`config.mk`:
```
export PLATFORM = sky130hd
export DESIGN_NAME = rv32_core
export DESIGN_NICKNAME = d
export VERILOG_FILES = /design/src/rv32_isa_pkg.sv /design/src/rv32_core_pkg.sv /design/src/rv32_issue_if.sv /design/src/rv32_decoder.sv /design/src/rv32_registers.sv /design/src/rv32_alu.sv /design/src/rv32_core.sv
export VERILOG_INCLUDE_DIRS = /design/src /design/src/src
export SDC_FILE = /design/constraint.sdc
export NUM_CORES = 2
export LEC_CHECK = 0
export ABC_AREA = 1
export BUFFER_PORTS_ARGS = -buffer_cell sky130_fd_sc_hd__buf_2
export CAP_MARGIN = 20
export CELL_PAD_IN_SITES_DETAIL_PLACEMENT = 1
export CELL_PAD_IN_SITES_GLOBAL_PLACEMENT = 2
export CORE_MARGIN = 5
export CORE_UTILIZATION = 35
export DETAILED_ROUTE_END_ITERATION = 12
export PLACE_DENSITY_LB_ADDON = 0.1
export SKIP_CTS_REPAIR_TIMING = 1
export SYNTH_ARGS = -nofsm -noshare
export SYNTH_HDL_FRONTEND = slang
export SYNTH_HIERARCHICAL = 1
export SYNTH_SLANG_ARGS = --single-unit
```
`constraint.sdc`:
```
create_clock -name aclk -period 4.2 [get_ports aclk]
set_clock_uncertainty 0.1 [all_clocks]
set_input_delay 0.63 -clock aclk [delete_from_list [all_inputs] [get_ports aclk]]
set_output_delay 0.63 -clock aclk [all_outputs]
set_load 0.05 [all_outputs]
```
`src/rv32_settings.svh`:
```
////////////////////////////////////////
// RV32 core settings
////////////////////////////////////////

`ifndef RV32_SETTINGS_SVH
`define RV32_SETTINGS_SVH

// Data word width
`define RV_XLEN 32

// Instruction width, fixed whatever the architecture
`define RV_ILEN 32

// Integer register count, set to 16 for RV32E
`define RV_NB_REGS 32

// Register index width, as encoded in the instruction
`define RV_REG_ADDR_W 5

`endif

```
`src/rv32_isa_pkg.sv`:
```
////////////////////////////////////////
// RV32I instruction encodings
////////////////////////////////////////

package rv32_isa_pkg;

    // Major opcodes handled by the core
    typedef enum logic [6:0] {
        OP     = 7'b0110011,
        OP_IMM = 7'b0010011,
        SYSTEM = 7'b1110011
    } opcode_t;

    // ALU funct3 codes, shared by OP and OP-IMM
    typedef enum logic [2:0] {
        F3_ADD_SUB = 3'b000,
        F3_SLL     = 3'b001,
        F3_SLT     = 3'b010,
        F3_SLTU    = 3'b011,
        F3_XOR     = 3'b100,
        F3_SRL_SRA = 3'b101,
        F3_OR      = 3'b110,
        F3_AND     = 3'b111
    } funct3_t;

    // funct7 patterns, the alternate one selects SUB and SRA
    localparam logic [6:0] F7_BASE = 7'b0000000;
    localparam logic [6:0] F7_ALT  = 7'b0100000;

    // Only these exact SYSTEM words are supported
    localparam logic [31:0] ECALL_WORD  = 32'h0000_0073;
    localparam logic [31:0] EBREAK_WORD = 32'h0010_0073;

    ////////////////////////////////////////
    // Instruction formats
    ////////////////////////////////////////

    typedef struct packed {
        logic [6:0] funct7;
        logic [4:0] rs2;
        logic [4:0] rs1;
        logic [2:0] funct3;
        logic [4:0] rd;
        logic [6:0] opcode;
    } r_inst_t;

    typedef struct packed {
        logic [11:0] imm12;
        logic [4:0]  rs1;
        logic [2:0]  funct3;
        logic [4:0]  rd;
        logic [6:0]  opcode;
    } i_inst_t;

    // One word, seen as R-type or I-type
    typedef union packed {
        r_inst_t r;
        i_inst_t i;
    } inst_u;

endpackage

```
`src/rv32_core_pkg.sv`:
```
////////////////////////////////////////
// RV32 core internal types
////////////////////////////////////////

`include "rv32_settings.svh"

package rv32_core_pkg;

    // Operations of the execute unit
    typedef enum logic [3:0] {
        ALU_ADD,
        ALU_SUB,
        ALU_SLL,
        ALU_SLT,
        ALU_SLTU,
        ALU_XOR,
        ALU_SRL,
        ALU_SRA,
        ALU_OR,
        ALU_AND
    } alu_op_t;

    // One decoded operation, as issued to the execute unit
    typedef struct packed {
        alu_op_t                   op;
        logic [`RV_REG_ADDR_W-1:0] rs1;
        logic [`RV_REG_ADDR_W-1:0] rs2;
        logic [`RV_REG_ADDR_W-1:0] rd;
        logic                      use_imm;
        logic [`RV_XLEN-1:0]       imm;
        logic                      ecall;
        logic                      ebreak;
        logic                      illegal;
    } dec_op_t;

    // Status bus layout
    localparam int ST_ECALL   = 0;
    localparam int ST_EBREAK  = 1;
    localparam int ST_ILLEGAL = 2;
    localparam int STATUS_W   = 3;

endpackage

```
`src/rv32_issue_if.sv`:
```
////////////////////////////////////////
// Decode to execute issue link
////////////////////////////////////////

interface rv32_issue_if;

    // One-cycle strobe per decoded operation
    logic                   valid;

    // Operation payload, meaningful while valid is high
    rv32_core_pkg::dec_op_t op;

    // Decoder side
    modport dec (
        output valid,
        output op
    );

    // Execute side, accepts every valid
    modport exe (
        input valid,
        input op
    );

endinterface

```
`src/rv32_decoder.sv`:
```
////////////////////////////////////////
// RV32I decode stage
////////////////////////////////////////

`include "rv32_settings.svh"

module rv32_decoder (
    input  logic                aclk,
    input  logic                rst,
    input  logic                inst_valid,
    input  rv32_isa_pkg::inst_u inst,
    rv32_issue_if.dec           issue
);

    rv32_core_pkg::dec_op_t dec;
    logic                   alt_f7;
    logic                   bad_regs;

    // funct3 plus alternate flag to ALU operation
    function automatic rv32_core_pkg::alu_op_t alu_sel(input logic [2:0] funct3,
                                                       input logic       alt);
        case (funct3)
            rv32_isa_pkg::F3_ADD_SUB: alu_sel = alt ? rv32_core_pkg::ALU_SUB
                                                    : rv32_core_pkg::ALU_ADD;
            rv32_isa_pkg::F3_SLL:     alu_sel = rv32_core_pkg::ALU_SLL;
            rv32_isa_pkg::F3_SLT:     alu_sel = rv32_core_pkg::ALU_SLT;
            rv32_isa_pkg::F3_SLTU:    alu_sel = rv32_core_pkg::ALU_SLTU;
            rv32_isa_pkg::F3_XOR:     alu_sel = rv32_core_pkg::ALU_XOR;
            rv32_isa_pkg::F3_SRL_SRA: alu_sel = alt ? rv32_core_pkg::ALU_SRA
                                                    : rv32_core_pkg::ALU_SRL;
            rv32_isa_pkg::F3_OR:      alu_sel = rv32_core_pkg::ALU_OR;
            default:                  alu_sel = rv32_core_pkg::ALU_AND;
        endcase
    endfunction

    // Index beyond the implemented registers (RV32E)
    function automatic logic reg_oor(input logic [`RV_REG_ADDR_W-1:0] idx);
        reg_oor = (int'(idx) >= `RV_NB_REGS);
    endfunction

    ////////////////////////////////////////
    // Combinational decode
    ////////////////////////////////////////

    always_comb begin
        dec     = '0;
        dec.rs1 = inst.r.rs1;
        dec.rs2 = inst.r.rs2;
        dec.rd  = inst.r.rd;
        dec.imm = {{(`RV_XLEN-12){inst.i.imm12[11]}}, inst.i.imm12};
        alt_f7  = (inst.r.funct7 == rv32_isa_pkg::F7_ALT);
        bad_regs = 1'b0;

        case (inst.r.opcode)
            rv32_isa_pkg::OP: begin
                dec.op = alu_sel(inst.r.funct3, alt_f7);
                bad_regs = reg_oor(inst.r.rs1) || reg_oor(inst.r.rs2) || reg_oor(inst.r.rd);
                // Alternate funct7 only valid for SUB and SRA
                if (inst.r.funct7 != rv32_isa_pkg::F7_BASE &&
                    !(alt_f7 && (inst.r.funct3 == rv32_isa_pkg::F3_ADD_SUB ||
                                 inst.r.funct3 == rv32_isa_pkg::F3_SRL_SRA))) begin
                    dec.illegal = 1'b1;
                end
            end
            rv32_isa_pkg::OP_IMM: begin
                dec.use_imm = 1'b1;
                dec.rs2     = '0;
                bad_regs    = reg_oor(inst.i.rs1) || reg_oor(inst.i.rd);
                // SRAI flag lives in the funct7 position of the word
                dec.op = alu_sel(inst.i.funct3,
                                 inst.i.funct3 == rv32_isa_pkg::F3_SRL_SRA &&
                                 inst.r.funct7[5]);
                // Shift amount only, taken from the immediate field
                if (inst.i.funct3 == rv32_isa_pkg::F3_SLL ||
                    inst.i.funct3 == rv32_isa_pkg::F3_SRL_SRA) begin
                    dec.imm = {{(`RV_XLEN-5){1'b0}}, inst.i.imm12[4:0]};
                end
            end
            rv32_isa_pkg::SYSTEM: begin
                if (inst == rv32_isa_pkg::ECALL_WORD) begin
                    dec.ecall = 1'b1;
                end else if (inst == rv32_isa_pkg::EBREAK_WORD) begin
                    dec.ebreak = 1'b1;
                end else begin
                    dec.illegal = 1'b1;
                end
            end
            default: dec.illegal = 1'b1;
        endcase

        if (bad_regs) begin
            dec.illegal = 1'b1;
        end

        // Traps read nothing
        if (dec.ecall || dec.ebreak || dec.illegal) begin
            dec.rs1 = '0;
            dec.rs2 = '0;
        end
    end

    ////////////////////////////////////////
    // Issue register
    ////////////////////////////////////////

    always_ff @(posedge aclk) begin
        if (rst) begin
            issue.valid <= 1'b0;
        end else begin
            issue.valid <= inst_valid;
        end
    end

    always_ff @(posedge aclk) begin
        if (inst_valid) begin
            issue.op <= dec;
        end
    end

    // Trap causes are exclusive on the issue link
    assert property (@(posedge aclk) disable iff (rst)
        issue.valid |-> $onehot0({issue.op.ecall, issue.op.ebreak, issue.op.illegal}))
        else $error("decoder issued an operation with several trap flags");

endmodule

```
`src/rv32_registers.sv`:
```
////////////////////////////////////////
// RV32 integer register file
////////////////////////////////////////

`include "rv32_settings.svh"

module rv32_registers (
    input  logic                      aclk,
    input  logic                      rst,
    input  logic [`RV_REG_ADDR_W-1:0] rs1_addr,
    output logic [`RV_XLEN-1:0]       rs1_val,
    input  logic [`RV_REG_ADDR_W-1:0] rs2_addr,
    output logic [`RV_XLEN-1:0]       rs2_val,
    input  logic                      wr_en,
    input  logic [`RV_REG_ADDR_W-1:0] wr_addr,
    input  logic [`RV_XLEN-1:0]       wr_val
);

    logic [`RV_XLEN-1:0] regs [`RV_NB_REGS];

    ////////////////////////////////////////
    // Write port
    ////////////////////////////////////////

    always_ff @(posedge aclk) begin
        if (rst) begin
            for (int i = 0; i < `RV_NB_REGS; i++) begin
                regs[i] <= '0;
            end
        end else if (wr_en) begin
            regs[wr_addr] <= wr_val;
        end
    end

    ////////////////////////////////////////
    // Read ports
    ////////////////////////////////////////

    // x0 is hardwired to zero
    always_comb begin
        rs1_val = (rs1_addr == '0) ? '0 : regs[rs1_addr];
        rs2_val = (rs2_addr == '0) ? '0 : regs[rs2_addr];
    end

    // The execute unit never commits a write to x0
    assert property (@(posedge aclk) disable iff (rst)
        wr_en |-> (wr_addr != '0))
        else $error("register file write to x0");

endmodule

```
`src/rv32_alu.sv`:
```
////////////////////////////////////////
// RV32I execute stage
////////////////////////////////////////

`include "rv32_settings.svh"

module rv32_alu (
    input  logic                                aclk,
    input  logic                                rst,
    rv32_issue_if.exe                           issue,
    output logic [`RV_REG_ADDR_W-1:0]           rs1_addr,
    output logic [`RV_REG_ADDR_W-1:0]           rs2_addr,
    input  logic [`RV_XLEN-1:0]                 rs1_val,
    input  logic [`RV_XLEN-1:0]                 rs2_val,
    output logic                                wr_en,
    output logic [`RV_REG_ADDR_W-1:0]           wr_addr,
    output logic [`RV_XLEN-1:0]                 wr_val,
    output logic                                retire_valid,
    output logic                                retire_rd_wr,
    output logic [`RV_REG_ADDR_W-1:0]           retire_rd_addr,
    output logic [`RV_XLEN-1:0]                 retire_rd_val,
    output logic [rv32_core_pkg::STATUS_W-1:0]  status
);

    logic [`RV_XLEN-1:0]               opb;
    logic [4:0]                        shamt;
    logic [`RV_XLEN-1:0]               result;
    logic                              trap;
    logic [rv32_core_pkg::STATUS_W-1:0] trap_bits;

    // Operand fetch
    assign rs1_addr = issue.op.rs1;
    assign rs2_addr = issue.op.rs2;
    assign opb      = issue.op.use_imm ? issue.op.imm : rs2_val;
    assign shamt    = opb[4:0];

    always_comb begin
        trap_bits                             = '0;
        trap_bits[rv32_core_pkg::ST_ECALL]   = issue.op.ecall;
        trap_bits[rv32_core_pkg::ST_EBREAK]  = issue.op.ebreak;
        trap_bits[rv32_core_pkg::ST_ILLEGAL] = issue.op.illegal;
    end

    assign trap = |trap_bits;

    ////////////////////////////////////////
    // Arithmetic and logic
    ////////////////////////////////////////

    always_comb begin
        case (issue.op.op)
            rv32_core_pkg::ALU_ADD:  result = rs1_val + opb;
            rv32_core_pkg::ALU_SUB:  result = rs1_val - opb;
            rv32_core_pkg::ALU_SLL:  result = rs1_val << shamt;
            rv32_core_pkg::ALU_SLT:  result = {{(`RV_XLEN-1){1'b0}},
                                               $signed(rs1_val) < $signed(opb)};
            rv32_core_pkg::ALU_SLTU: result = {{(`RV_XLEN-1){1'b0}}, rs1_val < opb};
            rv32_core_pkg::ALU_XOR:  result = rs1_val ^ opb;
            rv32_core_pkg::ALU_SRL:  result = rs1_val >> shamt;
            rv32_core_pkg::ALU_SRA:  result = $unsigned($signed(rs1_val) >>> shamt);
            rv32_core_pkg::ALU_OR:   result = rs1_val | opb;
            default:                 result = rs1_val & opb;
        endcase
    end

    // Write back takes effect in the register file at the next edge
    assign wr_en   = issue.valid && !trap && (issue.op.rd != '0);
    assign wr_addr = issue.op.rd;
    assign wr_val  = result;

    ////////////////////////////////////////
    // Retire outputs
    ////////////////////////////////////////

    always_ff @(posedge aclk) begin
        if (rst) begin
            retire_valid <= 1'b0;
            retire_rd_wr <= 1'b0;
            status       <= '0;
        end else begin
            retire_valid <= issue.valid;
            retire_rd_wr <= wr_en;
            status       <= issue.valid ? trap_bits : '0;
        end
    end

    always_ff @(posedge aclk) begin
        if (issue.valid) begin
            retire_rd_addr <= issue.op.rd;
            retire_rd_val  <= trap ? '0 : result;
        end
    end

    // Traps arrive with no register reads, so no index can be out of range
    assert property (@(posedge aclk) disable iff (rst)
        issue.valid && trap |-> (issue.op.rs1 == '0) && (issue.op.rs2 == '0))
        else $error("trap issued with register reads");

endmodule

```
`src/rv32_core.sv`:
```
////////////////////////////////////////
// RV32I execution core
////////////////////////////////////////

`include "rv32_settings.svh"

module rv32_core (
    input  logic                               aclk,
    input  logic                               rst,
    // Instruction input, one per cycle at most
    input  logic                               inst_valid,
    input  logic [`RV_ILEN-1:0]                inst,
    // Retire record, two cycles after acceptance
    output logic                               retire_valid,
    output logic                               retire_rd_wr,
    output logic [`RV_REG_ADDR_W-1:0]          retire_rd_addr,
    output logic [`RV_XLEN-1:0]                retire_rd_val,
    // Trap bits of the retiring instruction
    output logic [rv32_core_pkg::STATUS_W-1:0] status
);

    logic [`RV_REG_ADDR_W-1:0] rs1_addr;
    logic [`RV_XLEN-1:0]       rs1_val;
    logic [`RV_REG_ADDR_W-1:0] rs2_addr;
    logic [`RV_XLEN-1:0]       rs2_val;
    logic                      wr_en;
    logic [`RV_REG_ADDR_W-1:0] wr_addr;
    logic [`RV_XLEN-1:0]       wr_val;

    rv32_issue_if issue ();

    ////////////////////////////////////////
    // Decode, registers, execute
    ////////////////////////////////////////

    rv32_decoder decoder (
        .aclk       (aclk),
        .rst        (rst),
        .inst_valid (inst_valid),
        .inst       (inst),
        .issue      (issue.dec)
    );

    rv32_registers isa_registers (
        .aclk     (aclk),
        .rst      (rst),
        .rs1_addr (rs1_addr),
        .rs1_val  (rs1_val),
        .rs2_addr (rs2_addr),
        .rs2_val  (rs2_val),
        .wr_en    (wr_en),
        .wr_addr  (wr_addr),
        .wr_val   (wr_val)
    );

    rv32_alu alu (
        .aclk           (aclk),
        .rst            (rst),
        .issue          (issue.exe),
        .rs1_addr       (rs1_addr),
        .rs2_addr       (rs2_addr),
        .rs1_val        (rs1_val),
        .rs2_val        (rs2_val),
        .wr_en          (wr_en),
        .wr_addr        (wr_addr),
        .wr_val         (wr_val),
        .retire_valid   (retire_valid),
        .retire_rd_wr   (retire_rd_wr),
        .retire_rd_addr (retire_rd_addr),
        .retire_rd_val  (retire_rd_val),
        .status         (status)
    );

endmodule

```
==> flow_metrics.env <==
export IMPL_insertion_delay_ns=0.84
export IMPL_max_slew_margin_pct=25.9
export IMPL_critPathLaunch="decoder/issue.op[41]$_SDFFCE_PP0P_"
export IMPL_wl_um=390000
export IMPL_num_io_pins=77
export IMPL_yosys_warnings=6
export IMPL_cts_buffer_depth=3
export IMPL_synth_fp_nets=9803
export IMPL_critPathMaxStageDelay_ns=0.37
export IMPL_synth_area_um2=71200
export IMPL_rsz0062_at_grt="true"
export IMPL_synth_distinct_cells=52
export IMPL_critPathMaxFanout=29
export IMPL_p_leak_nw=39.4
export IMPL_cts_root_buf="clkbuf_16"
export IMPL_wl_met2_um=175000
export IMPL_drt_first_pass_iters=6
export IMPL_swShare_pct=34.9
export IMPL_fin_crit_ns=5.50
export IMPL_die_h_um=461
export IMPL_synthFlopType="edfxtp_1"
export IMPL_crit_arrival_ns=5.95
export IMPL_top_layer="met4"
export IMPL_seq_power_share_pct=35.6
export IMPL_setup_slack_ns=-1.30
export IMPL_layout_nets=10800
export IMPL_drive_gt1_share_pct=19.0
export IMPL_layout_commonest_cell="nand2_1"
export IMPL_dpl_cell_count=13100
export IMPL_grt_pass1_vias=76300
export IMPL_netSwitchingPower_w=0.0124
export IMPL_start_util_pct=35.2
export IMPL_async_flop_share_pct=0
export IMPL_via_count=76500
export IMPL_h_tree_depth=4
export IMPL_path_class="register to register"
export IMPL_tritoncts="done"
export IMPL_dpl_hpwl_um=278000
export IMPL_gr_usage_all_layers_pct=35.2
export IMPL_violations="negative setup slack"
export IMPL_final_setup_viol_count=1056
export IMPL_syn_inst=9669
export IMPL_wl_met1_um=165000
export IMPL_area_growth_pct=26.1
export IMPL_synth_edf_count=1096
export IMPL_vias_per_cell=5.70
export IMPL_cpMaxStageDelayCell="edfxtp_1"
export IMPL_endpoint="isa_registers/regs[17][24]$_SDFFCE_PN0P_"
export IMPL_fmax_mhz=182
export IMPL_synth_area_leaders="edfxtp_1, nand2_1, nor2_1"
export IMPL_drtIter0Drc=8476
export IMPL_fin_cells=13400
export IMPL_reg2reg_slack_ns=-1.30
export IMPL_core_area_um2=202000
export IMPL_fillers=24800
export IMPL_syn_avg_cell_area_um2=7.36
export IMPL_crit_top_cell="nand2_1"
export IMPL_worst_r2r_path_depth=35
export IMPL_design_die_area_um2=213000
export IMPL_gp_congestion=0.967
export IMPL_antenna_found_initial=11
export IMPL_final_max_slew_viol_count=0
export IMPL_power_frac_clock_pct=33.9
export IMPL_route_detailed_drc=0
export IMPL_clk_pin_slew_ns=0.06
export IMPL_yosys_register_bits=1102
export IMPL_required_ns=4.65
export IMPL_reg2reg_to="isa_registers/regs[17][24]$_SDFFCE_PN0P_"
export IMPL_synth_largest_area_cell="edfxtp_1"
export IMPL_wl_per_cell_um=29.1
export IMPL_hold_viol=0
export IMPL_wl_met3_um=31900
export IMPL_cap_violations=0
export IMPL_io_buffers=76
export IMPL_power_frac_comb_pct=30.4
export IMPL_period_share_pct=131
export IMPL_rows=165
export IMPL_grt_pass1_wl_um=542000
export IMPL_mostFrequentLayoutCells="nand2_1, nor2_1, nand3_1"
export IMPL_synth_seq_area_share_pct=46.4
export IMPL_powerDensity_nw_per_um2=396
export IMPL_place_ws_ns=-1.58
export IMPL_antenna_left=0
export IMPL_synth_top_cell_area_share_pct=46.2
export IMPL_internal_power_w=0.0231
export IMPL_status="finished, violations left"
export IMPL_grt_max_degree=66
export IMPL_crit_path_end_kind="register"
export IMPL_start_kind="register"
export IMPL_die_x_um=461
export IMPL_irDropWorstVdd_mv=0.418
export IMPL_clock_sinks=1102
export IMPL_hp_class="input port to register"
export IMPL_max_slew_worst_pin_slew_ns=1.11
export IMPL_grt_overflow=0
export IMPL_cts_made_buffers=139
export IMPL_r2r_start="decoder/issue.op[41]$_SDFFCE_PP0P_"
-- worst min-delay path by stage --
stage	slack, ns	cells past startpoint	end	start
after CTS	-0.14	1	decoder/issue.op[36]$_DFFE_PP_	inst[7]
final	0.04	3	decoder/issue.op[50]$_SDFFCE_PP0P_	inst[19]
after floorplan	0.34	0	alu/retire_rd_addr[2]$_DFFE_PP_	decoder/issue.op[38]$_DFFE_PP_
after detailed placement	0.39	2	alu/status[2]$_SDFF_PP0_	decoder/issue.op[0]$_DFFE_PP_
after global placement	0.38	2	alu/status[1]$_SDFF_PP0_	decoder/issue.op[1]$_DFFE_PP_
after global routing	0.03	3	decoder/issue.op[50]$_SDFFCE_PP0P_	inst[19]
-- power by group through the flow --
stage | Sequential [W] | Clock, W | Combinational (W)
5_1_grt | 0.0127 | 0.0126 | 0.0113
6_report | 0.0127 | 0.0120 | 0.0108
2_1_floorplan | 0.0129 | 0 | 0.00441
4_1_cts | 0.0126 | 0.0122 | 0.0103
3_5_place_dp | 0.0129 | 0 | 0.0102
3_3_place_gp | 0.0129 | 0 | 0.0101
-- area by class of cell --
| cell class | instances | area [um^2] | area share, % |
|---|---|---|---|
| Timing Repair inverter | 2 | 27.5 | 0.0307 |
| Sequential cell | 1102 | 33000 | 36.8 |
| Antenna cell | 3 | 7.51 | 0.00837 |
| Inverter | 442 | 1760 | 1.96 |
| Tap cell | 2672 | 3340 | 3.73 |
| Clock buffer | 177 | 3740 | 4.16 |
| Clock inverter | 80 | 721 | 0.803 |
| Multi-Input combinational cell | 7360 | 32600 | 36.4 |
| Timing Repair Buffer | 1577 | 14500 | 16.1 |
-- per-layer routing --
| metal | vias to the layer above | track usage, % |
|---|---|---|
| met5 | - | 0 |
| met4 | 0 | 14.8 |
| met3 | 723 | 5.26 |
| met2 | 3361 | 56.1 |
| met1 | 38700 | 47.7 |
| li1 | 33700 | - |
-- critical path, delay by kind of cell, from the launching register on --
kind	cells	cell delay, ns
flip-flops	1	0.37
AND/OR/NAND/NOR	20	2.05
adder cells (fa/ha/maj)	1	0.32
AO/OA/AOI/OAI	1	0.15
buffers and inverters	13	2.04
-- per-stage QoR --
stage,hold WS [ns],TNS [ns],util [%],total power [W],instance area [um^2]
after CTS,-0.137,-1478.62,43.8,0.0351,88700
after global placement,0.377,-1412.32,41.6,0.0230,84200
after floorplan,0.342,-1.21,-,0.0173,71300
after global routing,0.0321,-1273.50,44.4,0.0366,89700
after detailed placement,0.389,-1433.41,41.6,0.0231,84200
final,0.0386,-1078.89,44.4,0.0355,89700
-- registers in the layout, indices dropped and copies added, names as in the netlist --
| name | count |
|---|---|
| isa_registers/regs | 1024 |
| decoder/issue.op | 35 |
| alu/retire_rd_val | 32 |
| alu/retire_rd_addr | 5 |
| alu/status | 3 |
| alu/retire_rd_wr | 1 |
| alu/retire_valid | 1 |
| decoder/issue.valid | 1 |
-- synth_stat cells, types with 82 or more instances --
cell type     n
ha_1         97
o21ai_1      82
inv_1       429
nand3_1    1393
edfxtp_1   1096
buf_6       124
clkbuf_1    273
nand2_1    2713
a21oi_1     244
buf_2       255
nor2_1     2094
o21ai_0     473
-- cells by family after synthesis --
logic type,share of synthesized area [%]
flops,46.4
compound gates,6.59
simple gates,36.7
fa+ha+maj,1.76
xor+xnor,0.0123
buf+inv,8.54
Power figures use the tool's default switching activity.
